**config.mk**
```make
export PLATFORM = sky130hd
export DESIGN_NAME = core_top
export DESIGN_NICKNAME = d
export VERILOG_FILES = /design/src/xain_pkg.sv /design/src/core_top.sv /design/src/video_timing_gen.sv /design/src/pll_reconfig.sv /design/src/bridge_regs.sv
export VERILOG_INCLUDE_DIRS = /design/src
export SDC_FILE = /design/constraint.sdc
export NUM_CORES = 1
export LEC_CHECK = 0
export BUFFER_PORTS_ARGS = -buffer_cell sky130_fd_sc_hd__buf_2
export CORE_MARGIN = 5
export CORE_UTILIZATION = 48
export DETAILED_ROUTE_END_ITERATION = 16
export PLACE_DENSITY = 0.89
export SLEW_MARGIN = 25
export SYNTH_ARGS = -nofsm -noshare
export SYNTH_HDL_FRONTEND = slang
export SYNTH_SLANG_ARGS = --single-unit
```
**constraint.sdc**
```tcl
create_clock -name clk_74a -period 2.5 [get_ports clk_74a]
set_input_delay 0.125 -clock clk_74a [delete_from_list [all_inputs] [get_ports clk_74a]]
set_output_delay 0.125 -clock clk_74a [all_outputs]
set_load 0.03 [all_outputs]
```
**src/xain_defines.svh**
```systemverilog
/*
  shared constants for the xain host shell, all on clk_74a
  bridge addresses are compared on the full 32 bits, no wildcards
  raster numbers assume a 12.288 MHz pixel clock in the real core
*/
`ifndef XAIN_DEFINES_SVH
`define XAIN_DEFINES_SVH

////////////////////////////////////////////////////////////////////////////
// bridge map

`define XAIN_ADDR_DIP     32'hF100_0000  // dip switch bytes 0 and 1
`define XAIN_ADDR_MOD     32'hF200_0000  // modifier byte 0
`define XAIN_ADDR_STATUS  32'hFA00_0000  // pause and rate, read only
`define XAIN_ADDR_INPUTS  32'hFC00_0000  // player bytes, read only

`define XAIN_DIP_RESET    8'hFF          // all dips off (active low)
`define XAIN_MOD_RESET    8'h00

////////////////////////////////////////////////////////////////////////////
// raster, 400 x 512 = 204800 clocks per frame

`define XAIN_H_TOTAL      10'd400
`define XAIN_H_ACTIVE     10'd320
`define XAIN_H_BPORCH     10'd10
`define XAIN_V_TOTAL      10'd512
`define XAIN_V_ACTIVE     10'd240
`define XAIN_V_BPORCH     10'd10
`define XAIN_HS_COLUMN    10'd3          // keeps hs off the vs cycle
`define XAIN_GREY_LEVEL   8'd60          // per colour channel

// pll management sequence
`define XAIN_PLL_PARAM_COUNT    4'd9     // address/data pairs per table
`define XAIN_PLL_SETTLE_CYCLES  8'd255   // pause before first write

`endif
```
**src/xain_pkg.sv**
```systemverilog
/*
  types shared by the xain host shell blocks
  field order inside each struct is the packing order on the wires
*/
`default_nettype none

package xain_pkg;

  // host bridge request, one strobe per access
  typedef struct packed {
    logic [31:0] address;
    logic        rd;       // one cycle read strobe
    logic        wr;       // one cycle write strobe
    logic [31:0] wr_data;
  } bridge_req_t;          // 66 bits

  // settings written by the host
  typedef struct packed {
    logic [7:0] dip_sw0;
    logic [7:0] dip_sw1;
    logic [7:0] mod_sw0;   // bit 2 picks the refresh rate
  } switch_cfg_t;

  // refresh rate, carried by modifier bit 2
  typedef enum logic {
    VIDEO_57HZ = 1'b0,
    VIDEO_60HZ = 1'b1
  } video_timing_t;

  // write side of the pll reconfig management port
  typedef struct packed {
    logic        write;    // only valid with waitrequest low
    logic [5:0]  address;
    logic [31:0] data;
  } pll_mgmt_wr_t;

  // video toward the scaler
  typedef struct packed {
    logic [23:0] rgb;      // r in 23:16, b in 7:0
    logic        de;
    logic        vs;
    logic        hs;
  } video_out_t;

endpackage

`default_nettype wire

```
**src/core_top.sv**
```systemverilog
/*
  always-on host side of the xain arcade shell, single clk_74a domain
  pll output clocks and the game itself are outside this block
  player bytes are active low, controller keys active high
*/
`timescale 1ns/1ps
`default_nettype none

module core_top (
  input  wire                          clk_74a,
  input  wire                          reset_n,
  // host bridge
  input  wire [31:0]                   bridge_addr,
  input  wire                          bridge_rd,
  input  wire                          bridge_wr,
  input  wire [31:0]                   bridge_wr_data,
  output wire [31:0]                   bridge_rd_data,
  // controllers
  input  wire [15:0]                   cont1_key,
  input  wire [15:0]                   cont2_key,
  // pll management port
  input  wire                          pll_locked,
  input  wire                          pll_mgmt_waitrequest,
  output wire xain_pkg::pll_mgmt_wr_t  pll_mgmt,
  // video to scaler
  output wire [23:0]                   video_rgb,
  output wire                          video_de,
  output wire                          video_vs,
  output wire                          video_hs,
  // to the game core
  output wire                          core_pause,
  output wire [7:0]                    player1,
  output wire [7:0]                    player2
);

  import xain_pkg::*;

  bridge_req_t   bridge_req;
  switch_cfg_t   switches;
  video_timing_t timing_lat;
  video_out_t    video;
  wire           reconfig_pause;

  // pack the bridge
  assign bridge_req.address = bridge_addr;
  assign bridge_req.rd      = bridge_rd;
  assign bridge_req.wr      = bridge_wr;
  assign bridge_req.wr_data = bridge_wr_data;

  ////////////////////////////////////////////////////////////////////////////
  // player bytes, key bits 0 up 1 down 2 left 3 right 4 a 5 b 14 select 15 start

  assign player1 = ~{cont2_key[15], cont1_key[15], cont1_key[5], cont1_key[4],
                     cont1_key[1],  cont1_key[0],  cont1_key[2], cont1_key[3]};
  assign player2 = ~{cont2_key[14], cont1_key[14], cont2_key[5], cont2_key[4],
                     cont2_key[1],  cont2_key[0],  cont2_key[2], cont2_key[3]};

  bridge_regs bridge_regs_inst (
    .clk_74a        (clk_74a),
    .reset_n        (reset_n),
    .bridge         (bridge_req),
    .player1        (player1),
    .player2        (player2),
    .reconfig_pause (reconfig_pause),
    .timing_lat     (timing_lat),
    .bridge_rd_data (bridge_rd_data),
    .switches       (switches)
  );

  pll_reconfig pll_reconfig_inst (
    .clk_74a              (clk_74a),
    .reset_n              (reset_n),
    .switches             (switches),
    .pll_locked           (pll_locked),
    .pll_mgmt_waitrequest (pll_mgmt_waitrequest),
    .pll_mgmt             (pll_mgmt),
    .reconfig_pause       (reconfig_pause),
    .timing_lat           (timing_lat)
  );

  video_timing_gen video_timing_gen_inst (
    .clk_74a        (clk_74a),
    .reset_n        (reset_n),
    .reconfig_pause (reconfig_pause),
    .video          (video)
  );

  // unpack video, pause goes straight out
  assign video_rgb  = video.rgb;
  assign video_de   = video.de;
  assign video_vs   = video.vs;
  assign video_hs   = video.hs;
  assign core_pause = reconfig_pause;

endmodule

`default_nettype wire

```
**src/video_timing_gen.sv**
```systemverilog
/*
  320x240 active area in a 400x512 raster, flat grey field
  outputs are registered one cycle behind the counters
  black whenever reconfig_pause is high
*/
`timescale 1ns/1ps
`default_nettype none
`include "xain_defines.svh"

module video_timing_gen (
  input  wire                    clk_74a,
  input  wire                    reset_n,
  input  wire                    reconfig_pause,
  output xain_pkg::video_out_t   video
);

  import xain_pkg::*;

  logic [9:0] x_cnt;     // column, 0 .. 399
  logic [9:0] y_cnt;     // line, 0 .. 511
  logic       h_active;
  logic       v_active;
  logic       line_end;

  assign line_end = (x_cnt == `XAIN_H_TOTAL - 10'd1);

  assign h_active = (x_cnt >= `XAIN_H_BPORCH) &&
                    (x_cnt <  `XAIN_H_BPORCH + `XAIN_H_ACTIVE);
  assign v_active = (y_cnt >= `XAIN_V_BPORCH) &&
                    (y_cnt <  `XAIN_V_BPORCH + `XAIN_V_ACTIVE);

  ////////////////////////////////////////////////////////////////////////////
  // raster counters

  always_ff @(posedge clk_74a or negedge reset_n) begin
    if (!reset_n) begin
      x_cnt <= 10'd0;
      y_cnt <= 10'd0;
    end else begin
      if (line_end) begin
        x_cnt <= 10'd0;
        if (y_cnt == `XAIN_V_TOTAL - 10'd1) begin
          y_cnt <= 10'd0;              // wrap to new frame
        end else begin
          y_cnt <= y_cnt + 10'd1;
        end
      end else begin
        x_cnt <= x_cnt + 10'd1;
      end
    end
  end

  ////////////////////////////////////////////////////////////////////////////
  // sync, enable and pixel

  always_ff @(posedge clk_74a or negedge reset_n) begin
    if (!reset_n) begin
      video <= '0;
    end else begin
      // frame start pulse
      video.vs <= (x_cnt == 10'd0) && (y_cnt == 10'd0);
      // line pulse, a few clocks after vs
      video.hs <= (x_cnt == `XAIN_HS_COLUMN);
      video.de <= h_active && v_active;
      if (h_active && v_active && !reconfig_pause) begin
        video.rgb <= {3{`XAIN_GREY_LEVEL}};
      end else begin
        video.rgb <= 24'h000000;   // blanking and pause are black
      end
    end
  end

  // hs column keeps the two pulses apart
  a_no_sync_overlap : assert property (
    @(posedge clk_74a) disable iff (!reset_n)
    !(video.vs && video.hs)
  ) else $error("vs and hs in same cycle");

endmodule

`default_nettype wire

```
**src/pll_reconfig.sv**
```systemverilog
/*
  refresh rate reconfiguration of the core pll through its management port
  write is combinational and only raised in unstalled, locked cycles
  a rate change during the settle wait restarts the wait
*/
`timescale 1ns/1ps
`default_nettype none
`include "xain_defines.svh"

module pll_reconfig (
  input  wire                           clk_74a,
  input  wire                           reset_n,
  input  wire xain_pkg::switch_cfg_t    switches,
  input  wire                           pll_locked,
  input  wire                           pll_mgmt_waitrequest,
  output xain_pkg::pll_mgmt_wr_t        pll_mgmt,
  output logic                          reconfig_pause,
  output xain_pkg::video_timing_t       timing_lat
);

  import xain_pkg::*;

  ////////////////////////////////////////////////////////////////////////////
  // parameter tables, same address list for both rates

  localparam logic [5:0] PLL_ADDR [`XAIN_PLL_PARAM_COUNT] = '{
    6'h00, 6'h04, 6'h03, 6'h05, 6'h05, 6'h05, 6'h05, 6'h08, 6'h02
  };

  // mode, m, n, c0..c3, bandwidth, start
  localparam logic [31:0] PLL_DATA_57 [`XAIN_PLL_PARAM_COUNT] = '{
    32'h0, 32'h4040, 32'h20605, 32'h20504, 32'h40909,
    32'h84848, 32'hC4848, 32'h2, 32'h0
  };

  localparam logic [31:0] PLL_DATA_60 [`XAIN_PLL_PARAM_COUNT] = '{
    32'h0, 32'h4F4F, 32'h20706, 32'h20504, 32'h40909,
    32'h84848, 32'hC4848, 32'h3, 32'h0
  };

  video_timing_t timing_req;   // what the host asks for
  logic [7:0]    settle_cnt;   // 0 idle, counts up to the settle value
  logic [3:0]    param_idx;    // next table entry
  logic          write_phase;
  logic          unstalled;

  assign timing_req  = video_timing_t'(switches.mod_sw0[2]);
  assign write_phase = (settle_cnt == `XAIN_PLL_SETTLE_CYCLES);
  assign unstalled   = pll_locked & ~pll_mgmt_waitrequest;

  ////////////////////////////////////////////////////////////////////////////
  // sequencer

  always_ff @(posedge clk_74a or negedge reset_n) begin
    if (!reset_n) begin
      timing_lat     <= VIDEO_57HZ;
      settle_cnt     <= 8'd0;
      param_idx      <= 4'd0;
      reconfig_pause <= 1'b0;
    end else if (unstalled) begin   // stalled cycles freeze everything
      if (write_phase) begin
        param_idx <= param_idx + 4'd1;
        if (param_idx == `XAIN_PLL_PARAM_COUNT - 4'd1) begin
          settle_cnt <= 8'd0;       // last pair goes out this cycle
          param_idx  <= 4'd0;
        end
      end else if (timing_req != timing_lat) begin
        timing_lat     <= timing_req;   // new rate requested
        settle_cnt     <= 8'd1;
        param_idx      <= 4'd0;
        reconfig_pause <= 1'b1;
      end else if (settle_cnt != 8'd0) begin
        settle_cnt <= settle_cnt + 8'd1;  // let the core go quiet
      end else begin
        reconfig_pause <= 1'b0;     // done, pll locked again
      end
    end
  end

  // management write, one per unstalled cycle of the write phase
  always_comb begin
    pll_mgmt.write   = write_phase & unstalled;
    pll_mgmt.address = PLL_ADDR[param_idx];
    if (timing_lat == VIDEO_60HZ) begin
      pll_mgmt.data = PLL_DATA_60[param_idx];
    end else begin
      pll_mgmt.data = PLL_DATA_57[param_idx];
    end
  end

  // writes only go out unstalled and while the core is held
  a_no_write_in_stall : assert property (
    @(posedge clk_74a) disable iff (!reset_n)
    pll_mgmt.write |-> (reconfig_pause && !pll_mgmt_waitrequest)
  ) else $error("pll write during waitrequest or outside pause");

  a_idx_in_range : assert property (
    @(posedge clk_74a) disable iff (!reset_n)
    param_idx < `XAIN_PLL_PARAM_COUNT
  ) else $error("pll param index out of range");

endmodule

`default_nettype wire

```
**src/bridge_regs.sv**
```systemverilog
/*
  host bridge register block, one cycle strobes, full address match
  read data is registered and holds until the next rd strobe
  rd and wr must never be issued in the same cycle
*/
`timescale 1ns/1ps
`default_nettype none
`include "xain_defines.svh"

module bridge_regs (
  input  wire                           clk_74a,
  input  wire                           reset_n,
  input  wire xain_pkg::bridge_req_t    bridge,
  input  wire [7:0]                     player1,         // active low
  input  wire [7:0]                     player2,         // active low
  input  wire                           reconfig_pause,
  input  wire xain_pkg::video_timing_t  timing_lat,
  output logic [31:0]                   bridge_rd_data,
  output xain_pkg::switch_cfg_t         switches
);

  import xain_pkg::*;

  logic [31:0] rd_mux;     // read word for the current address
  logic        hit_dip;
  logic        hit_mod;

  assign hit_dip = (bridge.address == `XAIN_ADDR_DIP);
  assign hit_mod = (bridge.address == `XAIN_ADDR_MOD);

  ////////////////////////////////////////////////////////////////////////////
  // switch registers

  always_ff @(posedge clk_74a or negedge reset_n) begin
    if (!reset_n) begin
      switches.dip_sw0 <= `XAIN_DIP_RESET;
      switches.dip_sw1 <= `XAIN_DIP_RESET;
      switches.mod_sw0 <= `XAIN_MOD_RESET;
    end else if (bridge.wr) begin
      if (hit_dip) begin
        switches.dip_sw0 <= bridge.wr_data[7:0];
        switches.dip_sw1 <= bridge.wr_data[15:8];
      end
      if (hit_mod) begin
        switches.mod_sw0 <= bridge.wr_data[7:0];  // rate change picked up next cycle
      end
      // anything else on a write is dropped
    end
  end

  ////////////////////////////////////////////////////////////////////////////
  // read back

  always_comb begin
    case (bridge.address)
      `XAIN_ADDR_DIP: begin
        rd_mux = {16'h0000, switches.dip_sw1, switches.dip_sw0};
      end
      `XAIN_ADDR_MOD: begin
        rd_mux = {24'h000000, switches.mod_sw0};
      end
      `XAIN_ADDR_INPUTS: begin
        rd_mux = {16'h0000, player2, player1};   // raw arcade bytes
      end
      `XAIN_ADDR_STATUS: begin
        // bit 0 pause, bit 1 latched rate
        rd_mux = {30'd0, 1'(timing_lat), reconfig_pause};
      end
      default: begin
        rd_mux = 32'h0000_0000;                 // unmapped reads as zero
      end
    endcase
  end

  always_ff @(posedge clk_74a or negedge reset_n) begin
    if (!reset_n) begin
      bridge_rd_data <= 32'h0000_0000;
    end else if (bridge.rd) begin
      bridge_rd_data <= rd_mux;  // valid the cycle after rd
    end
  end

  // host never overlaps the two strobes
  a_no_rd_wr_overlap : assert property (
    @(posedge clk_74a) disable iff (!reset_n)
    !(bridge.rd && bridge.wr)
  ) else $error("bridge rd and wr high together");

endmodule

`default_nettype wire

```
==> impl_metrics.ini <==
[detailed_routing]
drtIter0Drc = 276
drt_wl_total_um = 12200
avgRoutedWirePerCell_um = 16.6
drcViolationCount = 0
viasPerCell = 5.44
drtPass1Iterations = 5
vias = 4010
ant_nets = 0

[global_routing]
grt_pass1_wl_um = 18300
grt_max_degree = 79
antenna_found_initial = 0
grtUsageTotal_pct = 19.2
grt_overflow = 0
grt_pass1_vias = 3844

[synthesis]
ys_ff_latch = 78
yosysWarningCount = 0
synth_cell_type_count = 69
synth_cells = 475
synth_edf_count = 0
netlist_area_um2 = 4820
ys.flop_type = dfrtp_1
async_reset_ff_share_pct = 100
syn_area_per_cell_um2 = 10.1
ys_seq_area_share_pct = 40.9

[die]
initial_utilization_pct = 49.3
fp.dieH_um = 110
die_w_um = 110
ioPinCount = 217
core_um2 = 9770
dieArea_um2 = 12100
row_count = 36

[worst_setup_path]
worst_ep_arrival_time_ps = 2060
crit_chain = inv_1 > ha_1 > nand2_1 > a21oi_1 > a311oi_1 > buf_2
worstPathRequired_ps = 2380
start_kind = flop
cpPeakStageDelay_ps = 520
slowest_stage = dfrtp_1
cp-end-kind = output port
critPathKind = flop to output port
worst-path-max-fanout = 9

[power]
leakage_nw = 2.78
combPwrFrac_pct = 14.6
seqPwrFrac_pct = 50.0
cellPowerDensity_nw_per_um2 = 491
switching_share_pct = 29.3
power.share.clock_pct = 35.4
p_sw_mw = 0.802
p_int_mw = 1.94
vdd_ir_drop_max_uv = 283

[timing]
fin_skew_ps = 11.2
setup_viol = 0
final_hold_viol_count = 0
period_share_pct = 87.2
max_slew.worst_pin.slew_ps = 698
slew_violations = 0
max_freq_ghz = 0.459
period_needed_ps = 2180
rsz0062_at_grt = no
tns_ps = 0
slew_headroom_pct = 53.5

[placement]
dpl_cell_area_um2 = 5340
place.gp.congestion = 0.837
io_buffers = 135
place_hpwl_um = 9170

[layout]
final_area_um2 = 5580
syn2layout_area_growth_pct = 15.8
multi_input_area_um2 = 2360
drive_gt1_share_pct = 35.1
nNetsFinal = 715
fillers = 812
seq_area_um2 = 1970
antenna_cells = 0

[clock_tree]
clk_latency_ps = 350
clockRootBuffer = clkbuf_8
numCtsBuffers = 9
cts_sinks = 78
clockBufferDepth = 2
cts_max_level = 3
cts_setup_buffers = 0
cts.clk_slew.worst_paths_ps = 80
cts_tree = yes
cts_resized = 0

[worst_hold_path]
min_path_type = primary input to flop

[run_status]
status = completed

[job]
max-cap-violations = 0
-- cell usage in the layout (no fill, tap or decap), types with 18 or more instances in the layout --
master and instances:
buf_2 134, dfrtp_1 62, conb_1 49, inv_1 31, o21ai_0 23, nand2_1 20, nor2_1 20, nand3_1 18
o2bb2ai_1 18
-- power by group through the flow --
| stage | Sequential, mW | Clock (mW) | Combinational (mW) |
|---|---|---|---|
| detailed placement | 1.39 | 0 | 0.392 |
| global route | 1.38 | 1.05 | 0.444 |
| CTS | 1.37 | 0.986 | 0.397 |
| global placement | 1.38 | 0 | 0.380 |
| floorplan | 1.37 | 0 | 0.322 |
| finish | 1.37 | 0.969 | 0.399 |
-- cells in the mapped netlist, types with 3 or more instances --
master     number  area (um2)
dfrtp_1        62        1550
a22o_1          7        61.3
mux2_4         10         150
o21ai_0        23         115
mux2_2         16         180
nand3_1        18        90.1
a22oi_1        14         105
nand2b_1        4        25.0
mux2i_1         6        60.1
nor3_1         13        65.1
xnor2_1         9        78.8
buf_4          63         473
xor2_1          4        35.0
nor4b_1         4        35.0
or3_1           4        25.0
o2bb2ai_1      18         158
inv_1          31         116
dfstp_2        16         420
a211oi_1        3        22.5
a21oi_1         7        35.0
and3_1          3        18.8
clkbuf_1       10        37.5
nor4_1          6        37.5
or4_1           3        22.5
nor2_1         20        75.1
o31ai_1         5        37.5
and4_1          4        35.0
nand4_1         6        37.5
nand2_1        20        75.1
ha_1           14         175
-- cells by family after synthesis --
| group | synth area share (%) |
|---|---|
| adders and majority gates | 3.63 |
| and+or+nand+nor | 16.4 |
| buffers and inverters | 13.8 |
| AOI/OAI and AO/OA | 14.7 |
| xor gates and xnor gates | 2.36 |
| other | 0.0778 |
| muxes | 8.10 |
| DFF | 40.9 |
-- layout make-up --
| class | instances | area share, % |
|---|---|---|
| multi-input combinational | 335 | 42.4 |
| tap | 133 | 2.98 |
| inverter | 32 | 2.15 |
| clock inverter | 5 | 1.03 |
| clock buffer | 11 | 2.71 |
| sequential | 78 | 35.3 |
| timing repair buffer | 143 | 13.4 |
-- per-layer routing --
layer | global-route usage, % | wire length [um] | vias to the layer above
li1 | - | - | 1846
met1 | 21.8 | 4530 | 1914
met2 | 34.4 | 6250 | 217
met3 | 4.66 | 1110 | 33
met4 | 7.65 | 321 | 0
met5 | 0 | 0 | -
-- through the flow --
stage          util [%]  power, mW  std cells  hold slack (ps)  worst slack, ps
3_3_place_gp       54.6       1.77        718              329              553
6_report           57.1       2.74        737             10.4              320
5_1_grt            57.1       2.87        737            0.333              181
3_5_place_dp       54.6       1.78        718              345              501
2_1_floorplan         -       1.69        523             -171             7.13
4_1_cts            57.1       2.75        737            0.176              323
-- critical path, delay by kind of cell (launching register included) --
| family | cells | cell delay (ps) |
|---|---|---|
| flip-flops | 1 | 520 |
| AND/OR/NAND/NOR | 1 | 110 |
| buffers and inverters | 2 | 380 |
| adder cells (fa/ha/maj) | 1 | 390 |
| AO/OA/AOI/OAI | 2 | 310 |
-- path summary, 6_finish.rpt --
| path | startpoint | to | slack [ps] | cells after the start |
|---|---|---|---|---|
| max | pll_reconfig_inst.param_idx[0] | pll_mgmt[0] | 320 | 6 |
| min | bridge_wr_data[2] | bridge_regs_inst.switches[2] | 10 | 2 |
| max reg2reg | video_timing_gen_inst.x_cnt[4] | video_timing_gen_inst.y_cnt[9] | 470 | 4 |
| min reg2reg | video_timing_gen_inst.y_cnt[6] | video_timing_gen_inst.y_cnt[6] | 490 | 1 |
| max in group asynchronous | reset_n | video_timing_gen_inst.y_cnt[7] | 1650 | 2 |
| min in group asynchronous | reset_n | video_timing_gen_inst.video[0] | 380 | 2 |
-- repair_timing --
item | 4_1_cts | 5_1_grt
endpoints found under the hold margin | 64 | 0
endpoints found under the setup margin | 0 | 0
hold buffers | 3 | 0
-- flip-flops by register name, indices dropped and copies added, names as in the netlist --
| name | count |
|---|---|
| bridge_regs_inst.bridge_rd_data | 16 |
| bridge_regs_inst.switches | 24 |
| pll_reconfig_inst.param_idx | 4 |
| pll_reconfig_inst.reconfig_pause | 1 |
| pll_reconfig_inst.settle_cnt | 8 |
| pll_reconfig_inst.timing_lat | 1 |
| video_timing_gen_inst.video | 4 |
| video_timing_gen_inst.x_cnt | 10 |
| video_timing_gen_inst.y_cnt | 10 |
No activity file was read; power rests on OpenSTA's default activity.
